==> src/common/arb_settings.svh <==
// Shared scratch memory settings

`ifndef ARB_SETTINGS_SVH
`define ARB_SETTINGS_SVH

// Clients sharing the memory
`define ARB_NUM_CLIENTS 4

// Memory address width, 16 words
`define ARB_ADDR_W 4

// Memory data width
`define ARB_DATA_W 8

`endif
==> src/common/mem_pkg.sv <==
// Memory command types

`default_nettype none

`include "arb_settings.svh"

package mem_pkg;

    // Opcode, shared bit position in both command views
    typedef enum logic {
        MEM_READ  = 1'b0,
        MEM_WRITE = 1'b1
    } mem_op_e;

    // Data word held in the array
    typedef logic [`ARB_DATA_W-1:0] mem_word_t;

    // Write view of a command word
    typedef struct packed {
        mem_op_e                op;
        logic [`ARB_ADDR_W-1:0] addr;
        mem_word_t              data;
    } mem_wr_cmd_t;

    // Read view, data field reused for the clear flag
    typedef struct packed {
        mem_op_e                op;
        logic [`ARB_ADDR_W-1:0] addr;
        logic                   clear;
        logic [`ARB_DATA_W-2:0] reserved;
    } mem_rd_cmd_t;

    // One command word, decoded by its opcode
    typedef union packed {
        mem_wr_cmd_t wr;
        mem_rd_cmd_t rd;
    } mem_cmd_t;

endpackage : mem_pkg

`default_nettype wire

==> src/common/arb_pkg.sv <==
// Arbitration types

`default_nettype none

`include "arb_settings.svh"

package arb_pkg;

    // Client index, wide enough for every client
    typedef logic [$clog2(`ARB_NUM_CLIENTS)-1:0] client_id_t;

    // One bit per client
    // Used for requests, grants and response strobes
    typedef logic [`ARB_NUM_CLIENTS-1:0] client_mask_t;

endpackage : arb_pkg

`default_nettype wire

==> src/common/mem_port_if.sv <==
// Memory command port

`default_nettype none
`timescale 1ns/10ps

interface mem_port_if
    import arb_pkg::*, mem_pkg::*;
();

    // One-cycle strobe per issued command
    logic       valid;

    // Command word as granted
    mem_cmd_t   cmd;

    // Client that owns the command, used to steer the response
    client_id_t client;

    // Arbiter side drives the command
    modport arb (
        output valid,
        output cmd,
        output client
    );

    // Memory side takes every valid, no ready
    modport mem (
        input valid,
        input cmd,
        input client
    );

endinterface : mem_port_if

`default_nettype wire

==> src/rtl/shared_ram_top.sv <==
// Shared scratch memory top

`default_nettype none
`timescale 1ns/10ps

`include "arb_settings.svh"

module shared_ram_top
    import arb_pkg::*, mem_pkg::*;
(
    input  logic                            clk,
    input  logic                            rst,
    input  client_mask_t                    req,
    input  mem_cmd_t [`ARB_NUM_CLIENTS-1:0] cmd,
    output client_mask_t                    grant,
    output client_mask_t                    rsp_valid,
    output mem_word_t                       rsp_data
);

    // Issued command, arbiter to memory
    mem_port_if mem_port_inst ();

    // Grant and issue
    access_arbiter access_arbiter_inst (
        .clk   (clk),
        .rst   (rst),
        .req   (req),
        .cmd   (cmd),
        .grant (grant),
        .port  (mem_port_inst.arb)
    );

    // Array and read responses
    shared_ram shared_ram_inst (
        .clk       (clk),
        .rst       (rst),
        .port      (mem_port_inst.mem),
        .rsp_valid (rsp_valid),
        .rsp_data  (rsp_data)
    );

endmodule : shared_ram_top

`default_nettype wire

==> src/rtl/shared_ram.sv <==
// Shared scratch memory

`default_nettype none
`timescale 1ns/10ps

`include "arb_settings.svh"

module shared_ram
    import arb_pkg::*, mem_pkg::*;
(
    input  logic         clk,
    input  logic         rst,
    mem_port_if.mem      port,
    output client_mask_t rsp_valid,
    output mem_word_t    rsp_data
);

    localparam int DEPTH = 2 ** `ARB_ADDR_W;

    // Storage, no reset
    mem_word_t mem_array [DEPTH];

    // Command decode
    logic                   is_write;
    logic                   is_read;
    logic [`ARB_ADDR_W-1:0] addr;

    // Opcode and address sit in the same bits of both views
    assign is_write = port.valid && (port.cmd.wr.op == MEM_WRITE);
    assign is_read  = port.valid && (port.cmd.rd.op == MEM_READ);
    assign addr     = port.cmd.wr.addr;

    // ------------------------------------------------------------------------
    // Array access
    // ------------------------------------------------------------------------
    always_ff @(posedge clk) begin
        if (is_write) begin
            mem_array[addr] <= port.cmd.wr.data;
        end else if (is_read) begin
            // Old word out, zero in when clearing
            rsp_data <= mem_array[addr];
            if (port.cmd.rd.clear) begin
                mem_array[addr] <= '0;
            end
        end
    end

    // ------------------------------------------------------------------------
    // Response strobe
    // ------------------------------------------------------------------------

    // Client index to one-hot, reads only
    always_ff @(posedge clk) begin
        if (rst) begin
            rsp_valid <= '0;
        end else if (is_read) begin
            rsp_valid <= client_mask_t'(1) << port.client;
        end else begin
            rsp_valid <= '0;
        end
    end

endmodule : shared_ram

`default_nettype wire

==> src/arbiter/access_arbiter.sv <==
// Client access arbiter

`default_nettype none
`timescale 1ns/10ps

`include "arb_settings.svh"

module access_arbiter
    import arb_pkg::*, mem_pkg::*;
(
    input  logic                                clk,
    input  logic                                rst,
    input  client_mask_t                        req,
    input  mem_cmd_t [`ARB_NUM_CLIENTS-1:0]     cmd,
    output client_mask_t                        grant,
    mem_port_if.arb                             port
);

    // Arbiter outputs
    logic         grant_valid;
    client_mask_t grant_onehot;
    client_id_t   grant_id;

    // Command of the winning client
    mem_cmd_t     grant_cmd;

    // ------------------------------------------------------------------------
    // Arbitration
    // ------------------------------------------------------------------------
    arbiter_round_robin arbiter_round_robin_inst (
        .clk         (clk),
        .rst         (rst),
        .request     (req),
        .grant_valid (grant_valid),
        .grant       (grant_onehot),
        .grant_id    (grant_id)
    );

    // Grant pulse straight back to the clients, same cycle as req
    assign grant = grant_onehot;

    // Index select of the held command
    assign grant_cmd = cmd[grant_id];

    // ------------------------------------------------------------------------
    // Issue register
    // ------------------------------------------------------------------------

    // Valid one cycle after the grant
    always_ff @(posedge clk) begin
        if (rst) begin
            port.valid <= 1'b0;
        end else begin
            port.valid <= grant_valid;
        end
    end

    // Payload, qualified by valid
    always_ff @(posedge clk) begin
        if (grant_valid) begin
            port.cmd    <= grant_cmd;
            port.client <= grant_id;
        end
    end

endmodule : access_arbiter

`default_nettype wire

==> src/arbiter/arbiter_round_robin.sv <==
// Rotating-priority arbiter

`default_nettype none
`timescale 1ns/10ps

`include "arb_settings.svh"

module arbiter_round_robin
    import arb_pkg::*;
(
    input  logic         clk,
    input  logic         rst,
    input  client_mask_t request,
    output logic         grant_valid,
    output client_mask_t grant,
    output client_id_t   grant_id
);

    localparam int N = `ARB_NUM_CLIENTS;

    // ------------------------------------------------------------------------
    // Priority state
    // ------------------------------------------------------------------------

    // Index of the client granted last
    client_id_t   last_grant;

    // Scan starts one past the last grant
    client_id_t   shift_amount;

    client_mask_t rot_req;
    client_mask_t rot_sel;
    client_mask_t nxt_grant;
    client_id_t   nxt_id;

    // Wrap to zero after the top client
    assign shift_amount = (last_grant == client_id_t'(N-1)) ? '0 : client_id_t'(last_grant + 1);

    // ------------------------------------------------------------------------
    // Rotate, isolate, rotate back
    // ------------------------------------------------------------------------
    always_comb begin
        // Start client moves down to bit 0
        if (shift_amount == '0) begin
            rot_req = request;
        end else begin
            rot_req = (request >> shift_amount) | (request << (N - int'(shift_amount)));
        end

        // Lowest set bit wins, zero stays zero
        rot_sel = rot_req & ((~rot_req) + client_mask_t'(1));

        // Back to client positions
        if (shift_amount == '0) begin
            nxt_grant = rot_sel;
        end else begin
            nxt_grant = (rot_sel << shift_amount) | (rot_sel >> (N - int'(shift_amount)));
        end
    end

    // One-hot to index
    always_comb begin
        // Holds last grant when nothing requests
        nxt_id = last_grant;
        for (int i = 0; i < N; i++) begin
            if (nxt_grant[i]) begin
                nxt_id = client_id_t'(i);
            end
        end
    end

    assign grant       = nxt_grant;
    assign grant_valid = |nxt_grant;
    assign grant_id    = nxt_id;

    // Top client as last grant puts client 0 first after reset
    always_ff @(posedge clk) begin
        if (rst) begin
            last_grant <= client_id_t'(N-1);
        end else if (grant_valid) begin
            last_grant <= nxt_id;
        end
    end

endmodule : arbiter_round_robin

`default_nettype wire

==> config.mk <==
export PLATFORM = sky130hd
export DESIGN_NAME = shared_ram_top
export DESIGN_NICKNAME = d
export VERILOG_FILES = /design/src/common/mem_pkg.sv /design/src/common/arb_pkg.sv /design/src/common/mem_port_if.sv /design/src/rtl/shared_ram_top.sv /design/src/rtl/shared_ram.sv /design/src/arbiter/access_arbiter.sv /design/src/arbiter/arbiter_round_robin.sv
export VERILOG_INCLUDE_DIRS = /design/src /design/src/common
export SDC_FILE = /design/constraint.sdc
export NUM_CORES = 1
export LEC_CHECK = 0
export BUFFER_PORTS_ARGS = -buffer_cell sky130_fd_sc_hd__buf_2
export CAP_MARGIN = 10
export CORE_ASPECT_RATIO = 2
export CORE_MARGIN = 2
export CORE_UTILIZATION = 35
export DETAILED_ROUTE_END_ITERATION = 10
export GPL_TIMING_DRIVEN = 0
export MAX_ROUTING_LAYER = met4
export PLACE_DENSITY_LB_ADDON = 0.2
export SLEW_MARGIN = 15
export SYNTH_ARGS = -nofsm -noshare
export SYNTH_HDL_FRONTEND = slang
export SYNTH_SLANG_ARGS = --single-unit
==> constraint.sdc <==
create_clock -name clk -period 7.1 [get_ports clk]
set_clock_uncertainty 0.05 [all_clocks]
set_input_delay 0.355 -clock clk [delete_from_list [all_inputs] [get_ports clk]]
set_output_delay 0.355 -clock clk [all_outputs]
set_load 0.02 [all_outputs]
==> metrics.txt, run 1 <==
max cap viols 0; Num CTS Buffers 17; TritonCTS clock tree built; Synth area leader edfxtp_1; fin nets 580; maximum VDD drop 0.444 mV; internal power 2.70 mW; Critical Path End Type flop; Post-CTS Setup Bufs 0; Hold Path Origin rst; power share of the clock group 0.237; global-route wire length before repair 26500 um; Core Rows 73; Layout Area Growth over Synthesis 19.5%; CP arrival 4560 ps; final hold vios 0; DRT Wirelength 17300 um; prevailing post-synth register cell edfxtp_1; die width 104 um; Max Clock Freq 215 MHz; number of global-route vias before repair 4593; status completed; Relative slew margins 0.398; I/O Pins 74; r2r worst-path depth 11; Compound-Gate Fraction of Synth Area 0.105; Total Routing Usage GR 0.174; dpl hpwl 12900 um; Synth Cell Area 0.00702 mm2; Seq pwr share 0.340; post-synth top area share 0.646; crit-path max FO 15; Sum Neg Setup Slack 0 ps; CTS Hold Bufs 0; Remaining Overflow, GRT 0; WP data required 7020 ps; Detail Route Antenna Nets 0; CTS Buffer Depth 2; most frequent cells in the layout edfxtp_1, buf_2, mux4_2, o21ai_0, nor2_1; Slew @ Worst Pin 900 ps; syn avg cell area 16.4 um2; main combinational cell family by area after synthesis multiplexers; Tmin final 4650 ps; simple-gate share of the synthesized area 0.0670; Hold Path Sink access_arbiter_inst.port.valid$_SDFF_PP0_; Clock Pin Slew Worst Setup and Hold Paths 60 ps; Psw 1.54 mW; Hold Path Stages 2; Net Sw Frac 0.363; cell count after synthesis 428; mux cell area share after synthesis 0.130; vias 4289; Gate power share 0.422; Yosys warning count 0; crit path cell chain buf_6, inv_1, ha_1, o21ai_0, o22ai_1, a211oi_2, mux2i_2, o22ai_1, nor3_2, clkbuf_1, nand3_1; Die H 204 um; clock latency on the worst-skew pair 420 ps; largest net degree at the start of global routing 17; Root Buffer clkbuf_16; RSZ-0062 raised after global routing false; reg2reg end access_arbiter_inst.port.cmd[0]$_DFFE_PP_; fillers 1827; Worst path most repeated cell o22ai_1; Clock Sinks 158; commonest non-fill, non-tap cell in the layout edfxtp_1; Synth Area in XOR/XNOR 0; Synth cell types 52; initial core utilization 0.354; layout cells sized above 1 0.338; Static Leakage 2.82 nW; # diodes 0; critical path's largest stage delay 640 ps; routed len/inst 21.8 um; final setup fails 0; synth top area cells edfxtp_1, mux4_2, o21ai_0; H-Tree Level Count 4; pwr dens 505 mW/mm2; Slew Limit Fails 0; Die Footprint 0.0213 mm2; initial antenna violation count 0; sequential area share after synthesis 0.666; PortBufs 72; routability cong. 0.902; core region area 0.0198 mm2; Hold WC Path Type in -> reg; Avg Vias per Cell 5.40; CTS resizes 0; R2R setup slack 2450 ps; Seq cells post-synth 158; Post-synth EDFFs 151; post-synthesis adder-cell area fraction 0.00535; Pre-antenna DRT Iters 5; Finished Core Util 0.424; fraction of registers with async set/reset 0; Synthesized Nets 489; kind of critical path reg -> reg; crit start category flop; DRC violations left 0; initial drt markers 346; CP max stage cell nand3_1; Period Utilization, post-route 0.654; Hold WS 166 ps
==> Yosys cell counts (3+ instances only) <==
library cell,n
a21oi_1,6
a31oi_1,4
a32oi_1,17
a32oi_2,9
and2_1,9
and3_1,3
buf_2,7
buf_6,3
clkbuf_1,18
dfxtp_1,7
edfxtp_1,151
ha_1,3
inv_1,9
mux4_2,40
nand2_1,14
nand2b_1,4
nand3_1,15
nand4_1,3
nor2_1,22
nor3_1,7
nor4_1,3
o21ai_0,30
o21ai_1,5
o22ai_1,4
==> logic make-up (layout without fill, tap and decap cells) <==
family,count (synthesis),after routing
simple gates,91,91
mux,41,41
flops,158,158
compound gates,94,94
buf+inv,41,145
fa+ha+maj,3,3
==> routing by layer <==
metal / GRT usage / vias to the layer above / part of all wire
met5: - / - / 0
met3: 0.0322 / 31 / 0.036
met4: 0.0796 / 0 / 0.029
li1: - / 1940 / -
met2: 0.342 / 164 / 0.60
met1: 0.159 / 2154 / 0.34
==> worst max path at each step <==
| stage | start | endpoint | cells after the start |
|---|---|---|---|
| floorplan | flop | access_arbiter_inst.port.client[0]$_DFFE_PP_ | 12 |
| global placement | flop | access_arbiter_inst.port.cmd[0]$_DFFE_PP_ | 11 |
| detailed placement | flop | access_arbiter_inst.port.cmd[0]$_DFFE_PP_ | 11 |
| CTS | flop | access_arbiter_inst.port.cmd[0]$_DFFE_PP_ | 11 |
| global route | flop | access_arbiter_inst.port.cmd[0]$_DFFE_PP_ | 11 |
| finish | flop | access_arbiter_inst.port.cmd[0]$_DFFE_PP_ | 11 |
==> stage by stage <==
step	setup slack, ps	area [um2]	power (mW)	cells
global route	2160	8390	4.45	794
finish	2450	8390	4.24	794
CTS	2510	8390	4.27	794
detailed placement	2570	7730	3.26	762
floorplan	3510	7020	2.71	428
global placement	2580	7710	3.23	762
==> power groups by stage <==
stage	Sequential (mW)	Clock, mW	Combinational, mW
floorplan	1.47	0	1.24
global placement	1.46	0	1.77
detailed placement	1.46	0	1.80
CTS	1.45	1.02	1.80
global route	1.46	1.06	1.94
finish	1.44	1.01	1.79
==> worst max-delay path: cells and delay by family, from the launching register on <==
kind | cells | cell delay [ps]
AOI/OAI and AO/OA | 4 | 1280
adders and majority gates | 1 | 250
buffers and inverters | 3 | 720
DFF | 1 | 380
muxes | 1 | 350
and+or+nand+nor | 2 | 1150
==> final cells by class <==
cell class | count | area (um2) | share of cell area
clock buffers | 20 | 457 | 0.0544
plain buffers | 30 | 144 | 0.0171
clock inverters | 12 | 208 | 0.0247
inverters | 11 | 41.3 | 0.00492
well taps | 262 | 328 | 0.0391
repair buffers | 72 | 360 | 0.0429
flip-flops and latches | 158 | 4670 | 0.557
multi-input cells | 229 | 2180 | 0.260
==> flip-flops by register name, summed over array words and instances, names as in the netlist <==
signal and count:
access_arbiter_inst.arbiter_round_robin_inst.last_grant 2, access_arbiter_inst.port.valid 1, shared_ram_inst.mem_array 128, shared_ram_inst.rsp_valid 4, shared_ram_inst.rsp_data 8, access_arbiter_inst.port.client 2
access_arbiter_inst.port.cmd 13
(Power assumes the default switching activity.)
==> run 2: changes to the inputs <==
ABC_AREA = 1   (was unset)
clock period = 4.8 ns   (was 7.1 ns; I/O delays follow)
==> metrics.txt, run 2 <==
die width 104 um (about the same); Period Utilization, post-route 0.732; max reg flops 128 (unchanged); Hold WC Path Type in -> reg; top post-synthesis cells by count edfxtp_1, nand2_1, inv_1; dpl hpwl 14200 um (+9.6%); Post-CTS Setup Bufs 0 (unchanged); DP Area 0.00770 mm2 (-0.32%); Tmin final 3520 ps; reg2reg end access_arbiter_inst.port.cmd[4]$_DFFE_PP_; max cap viols 0 (unchanged); Hold Path Stages 5 (+3); pwr dens 739 mW/mm2 (+46%); Remaining Overflow, GRT 0 (unchanged); fin nets 772 (+33%); Total Routing Usage GR 0.187 (+0.0126); core region area 0.0197 mm2 (-0.46%); most frequent cells in the layout edfxtp_1, nand2_1, inv_1, buf_2, a22oi_1; commonest non-fill, non-tap cell in the layout edfxtp_1; Synth cell types 29 (-44%); H-Tree Level Count 4 (unchanged); DRT Wirelength 18500 um (+7.1%); Root Buffer clkbuf_16; final instance area 0.00830 mm2 (-1.1%); Static Leakage 3.38 nW (+20%); crit start category flop; Die H 204 um (about the same); prevailing post-synth register cell edfxtp_1; Clock Pin Slew Worst Setup and Hold Paths 70 ps (about the same); most frequent cell after synthesis edfxtp_1; fraction of registers with async set/reset 0 (unchanged); CP arrival 3230 ps (-1330 ps); Detail Route Antenna Nets 0 (unchanged); status completed; initial antenna violation count 0 (unchanged); Hold Path Sink access_arbiter_inst.port.cmd[7]$_DFFE_PP_; I/O Pins 74 (unchanged); TritonCTS clock tree built; RSZ-0062 raised after global routing false; WP data required 4510 ps (-2510 ps); layout cells sized above 1 0.202 (-0.137); Synthesized Nets 679 (+39%); Seq cells post-synth 158 (unchanged); Avg Vias per Cell 5.01 (-7.2%); final setup fails 0 (unchanged); fillers 1963 (+7.4%); Core Rows 73 (unchanged); vias 4944 (+15%); clock latency on the worst-skew pair 430 ps (about the same); Largest Register shared_ram_inst.mem_array; global-route wire length before repair 28200 um (+6.3%); Max Clock Freq 284 MHz; final hold vios 0 (unchanged); Finished Layout Cells 986 (+24%); Hold Path Origin cmd[20]; syn avg cell area 11.3 um2 (-31%); number of global-route vias before repair 5078 (+11%); Yosys warning count 0 (unchanged); r2r worst-path depth 15 (+4); Layout Area Growth over Synthesis 18.3%; initial core utilization 0.355 (+0.00113); kind of critical path reg -> out; maximum VDD drop 0.478 mV (+7.6%); Hold WS 132 ps (-34.2 ps); CTS Buffer Depth 2 (unchanged); routed len/inst 18.8 um (-14%); # diodes 0 (unchanged); routability cong. 0.943 (+4.5%); Clock Sinks 158 (unchanged); Sum Neg Setup Slack 0 ps (unchanged); crit-path max FO 10 (-5); Largest regs shared_ram_inst.mem_array x128, access_arbiter_inst.port.cmd x13, shared_ram_inst.rsp_data x8; Critical Path End Type output pin; Relative slew margins 0.318 (-0.0791); initial drt markers 256 (-26%); Synth Cell Area 0.00701 mm2 (-0.14%); post-synth top area share 0.647 (+0.000922); DRC violations left 0 (unchanged); Cells after DPL 953 (+25%); sequential area share after synthesis 0.667 (+0.000950); Synth area leader edfxtp_1; Pre-antenna DRT Iters 5 (unchanged); PortBufs 73 (+1.4%); PnR Total Power 6.13 mW (+45%); Slew @ Worst Pin 1020 ps (+118 ps); Slew Limit Fails 0 (unchanged); Num CTS Buffers 17 (unchanged); synth top area cells edfxtp_1, a22oi_1, nand2_1; R2R setup slack 1530 ps (-920 ps); largest net degree at the start of global routing 17 (unchanged); Post-synth EDFFs 151 (unchanged); cell count after synthesis 618 (+44%); Die Footprint 0.0213 mm2 (-0.14%)
[run 2: cell types whose count changed after synthesis, moves of 17 or more]
cell / previous run / this run
a21oi_1: 6 / 32
a22oi_1: 0 / 64
a32oi_1: 17 / 0
inv_1: 9 / 88
mux4_2: 40 / 0
nand2_1: 14 / 99
nand3_1: 15 / 61
nor2_1: 22 / 40
o21ai_0: 30 / 1
[run 2: worst max path at each step]
stage | cells past startpoint | to | slack (ps) | from
after global routing | 19 | grant[3] | 1020 | flop
after CTS | 19 | grant[3] | 1220 | flop
final | 19 | grant[3] | 1280 | flop
after detailed placement | 15 | access_arbiter_inst.port.cmd[4]$_DFFE_PP_ | 1570 | flop
after floorplan | 21 | access_arbiter_inst.port.cmd[0]$_DFFE_PP_ | 2100 | flop
after global placement | 19 | access_arbiter_inst.port.cmd[1]$_DFFE_PP_ | 1660 | flop
[run 2: stage by stage]
stage                     utilization  setup slack (ps)
after floorplan                     -              2100
after global placement          0.391              1660
after CTS                       0.420              1220
after global routing            0.421              1020
after detailed placement        0.391              1570
final                           0.421              1280
[run 2: cell families (layout without fill, tap and decap cells)]
group,after synthesis,after routing,synth area share
and+or+nand+nor,236,236,0.160
adders and majority gates,3,3,0.00535
DFF,158,158,0.667
buffers and inverters,119,225,0.0698
AOI/OAI and AO/OA,102,102,0.0983
[run 2: report_power, final]
part | internal (mW) | switching (mW) | total [mW] | leakage, nW
Clock | 0.756 | 0.539 | 1.29 | 0.294
Sequential | 2.07 | 0.0783 | 2.15 | 1.45
Combinational | 0.766 | 1.93 | 2.69 | 1.64
[run 2: area by class of cell]
type	instances	area [um2]	area share
Timing Repair Buffer	74	375	0.0452
Tap cell	262	328	0.0395
Sequential cell	158	4670	0.563
Multi-Input combinational cell	341	1850	0.223
Buffer	27	144	0.0173
Clock inverter	11	76.3	0.00920
Inverter	92	345	0.0416
Clock buffer	21	504	0.0608
[run 2: timing repair]
action	CTS	global route
gates resized for setup	0	0
hold buffers	1	0
endpoints found under the hold margin	2	0
[run 2: worst max-delay path, stage by stage, from the launching register on]
cell and delay [ps]:
dfxtp_1 380, inv_1 130, ha_1 250, nor2_4 220, inv_2 100, nand2_1 130
nand2_1 80, nand2_2 80, nand2_1 60, nand2_2 90, nor2_2 50, nand2_2 90
nor2_2 50, nand2_1 100, nand3_2 80, o21ai_4 230, buf_4 210, buf_2 250
inv_1 60, buf_2 160
[run 2: per-layer routing]
layer  up-vias  track usage  routed length [um]
met5         -            -                   0
met1      2392        0.157                5870
li1       2355            -                   -
met2       157        0.361               10900
met3        40       0.0392                 663
met4         0        0.121                1110
==> run 3: changes to the inputs <==
ABC_AREA = 0   (was 1)
clock period = 3.39 ns   (was 4.8 ns; I/O delays follow)
==> metrics.txt, run 3 (same netlist as run 1, synthesis figures left out) <==
commonest non-fill, non-tap cell in the layout edfxtp_1; max reg flops 128 (unchanged); Clock Pin Slew Worst Setup and Hold Paths 60 ps (about the same); crit path cell chain buf_6, clkinvlp_4, ha_4, or2_4, o41ai_4, a211oi_4, mux2i_2, o21ai_2, or4b_4, buf_2, a32oi_1, a32oi_2; final worst slack 82.6 ps (-1200 ps); Crit path max-delay family compound AO/OA/AOI/OAI gates; layout cells sized above 1 0.413 (+0.212); H-Tree Level Count 4 (unchanged); PortBufs 72 (-1.4%); number of global-route vias before repair 4630 (-8.8%); most frequent cells in the layout edfxtp_1, buf_2, mux4_2, o21ai_0, nor2_1; Core Rows 73 (unchanged); Max Clock Freq 302 MHz; final hold vios 0 (unchanged); DRC violations left 0 (unchanged); initial core utilization 0.354 (-0.00113); kind of critical path reg -> reg; R2R setup slack 80 ps (-1450 ps); Die Footprint 0.0213 mm2 (+0.14%); Avg Vias per Cell 5.39 (+7.6%); fillers 1752 (-11%); Relative slew margins 0.420 (+0.102); crit start category flop; register area 0.00468 mm2 (about the same); WP data required 3490 ps (-1020 ps); Static Leakage 2.92 nW (-14%); Root Buffer clkbuf_16; Remaining Overflow, GRT 0 (unchanged); Slew Limit Fails 0 (unchanged); CP max stage cell or4b_4; core region area 0.0198 mm2 (+0.46%); Total Routing Usage GR 0.178 (-0.00902); Critical Path End Type flop; Tmin final 3310 ps; CP arrival 3410 ps (+180 ps); largest net degree at the start of global routing 17 (unchanged); die width 104 um (about the same); buffers and inverters on the worst path 3 (-3); vias 4363 (-12%); final setup fails 0 (unchanged); initial antenna violation count 0 (unchanged); routed len/inst 21.8 um (+16%); DRT Wirelength 17600 um (-4.9%); Largest Register shared_ram_inst.mem_array; Die H 204 um (about the same); Pre-antenna DRT Iters 7 (+2); pwr dens 1070 mW/mm2 (+45%); Clock Sinks 158 (unchanged); clock latency on the worst-skew pair 420 ps (about the same); Sum Neg Setup Slack 0 ps (unchanged); Multi-input gate area 0.00244 mm2 (+32%); CTS Buffer Depth 2 (unchanged); Detail Route Antenna Nets 0 (unchanged); Largest regs shared_ram_inst.mem_array x128, access_arbiter_inst.port.cmd x13, shared_ram_inst.rsp_data x8; crit-path max FO 10 (unchanged); max cap viols 0 (unchanged); critical path's largest stage delay 560 ps (+180 ps); I/O Pins 74 (unchanged); dpl hpwl 12800 um (-9.3%); Period Utilization, post-route 0.976; Layout Area Growth over Synthesis 25.0%; Hold WC Path Type in -> reg; Num CTS Buffers 17 (unchanged); fin nets 595 (-23%); status completed; maximum VDD drop 0.805 mV (+68%); DP Worst Slack -843 ps (-2410 ps); initial drt markers 253 (-1.2%); TritonCTS clock tree built; RSZ-0062 raised after global routing true; Slew @ Worst Pin 870 ps (-149 ps); # diodes 0 (unchanged); Finished Core Util 0.443 (+0.0224); routability cong. 0.862 (-8.5%); global-route wire length before repair 27100 um (-3.8%)
run 3: power breakdown:
group          internal, mW  switching, mW
sequential             2.92          0.104
combinational          1.83           2.62
clock                  1.16          0.755
run 3: what timing repair did:
action                                  4_1_cts  5_1_grt
hold endpoints to repair                      2        0
hold buffers                                  1        0
endpoints found under the setup margin       37       23
gates cloned                                  1        0
setup buffers                                10        5
pin swaps                                    11       13
resized for setup                            33       35
run 3: worst paths after layout:
path / start / end / cells past startpoint
max: flop / access_arbiter_inst.port.cmd[2]$_DFFE_PP_ / 12
min: cmd[45] / access_arbiter_inst.port.cmd[6]$_DFFE_PP_ / 3
max reg2reg: flop / access_arbiter_inst.port.cmd[2]$_DFFE_PP_ / 12
min reg2reg: access_arbiter_inst.port.client[0]$_DFFE_PP_ / shared_ram_inst.rsp_valid[2]$_SDFF_PP0_ / 1
run 3: per-stage QoR:
stage	cells	total power, mW	area [um2]	hold slack (ps)
3_5_place_dp	762	6.86	7740	426
4_1_cts	804	9.16	8570	71.1
5_1_grt	809	9.85	8780	88.8
2_1_floorplan	428	5.69	7030	189
3_3_place_gp	762	6.79	7720	420
6_report	809	9.39	8780	90.5
run 3: routing by layer:
layer	wire (um)	track usage
met1	5950	0.163
met2	10700	0.360
met3	550	0.0277
met4	445	0.0647
met5	0	-
run 3: layout make-up:
cell class              instances  area share
clock inverters                13      0.0187
plain buffers                  28      0.0194
well taps                     262      0.0373
inverters                      11     0.00513
clock buffers                  19      0.0493
multi-input cells             229       0.278
repair buffers                 89      0.0596
flip-flops and latches        158       0.533
run 3: worst reg2reg max path: cells and delay by family (launching register included):
family | cells | cell delay [ps]
compound gates | 5 | 880
simple gates | 2 | 860
mux | 1 | 290
buf+inv | 3 | 420
flops | 1 | 360
fa+ha+maj | 1 | 190
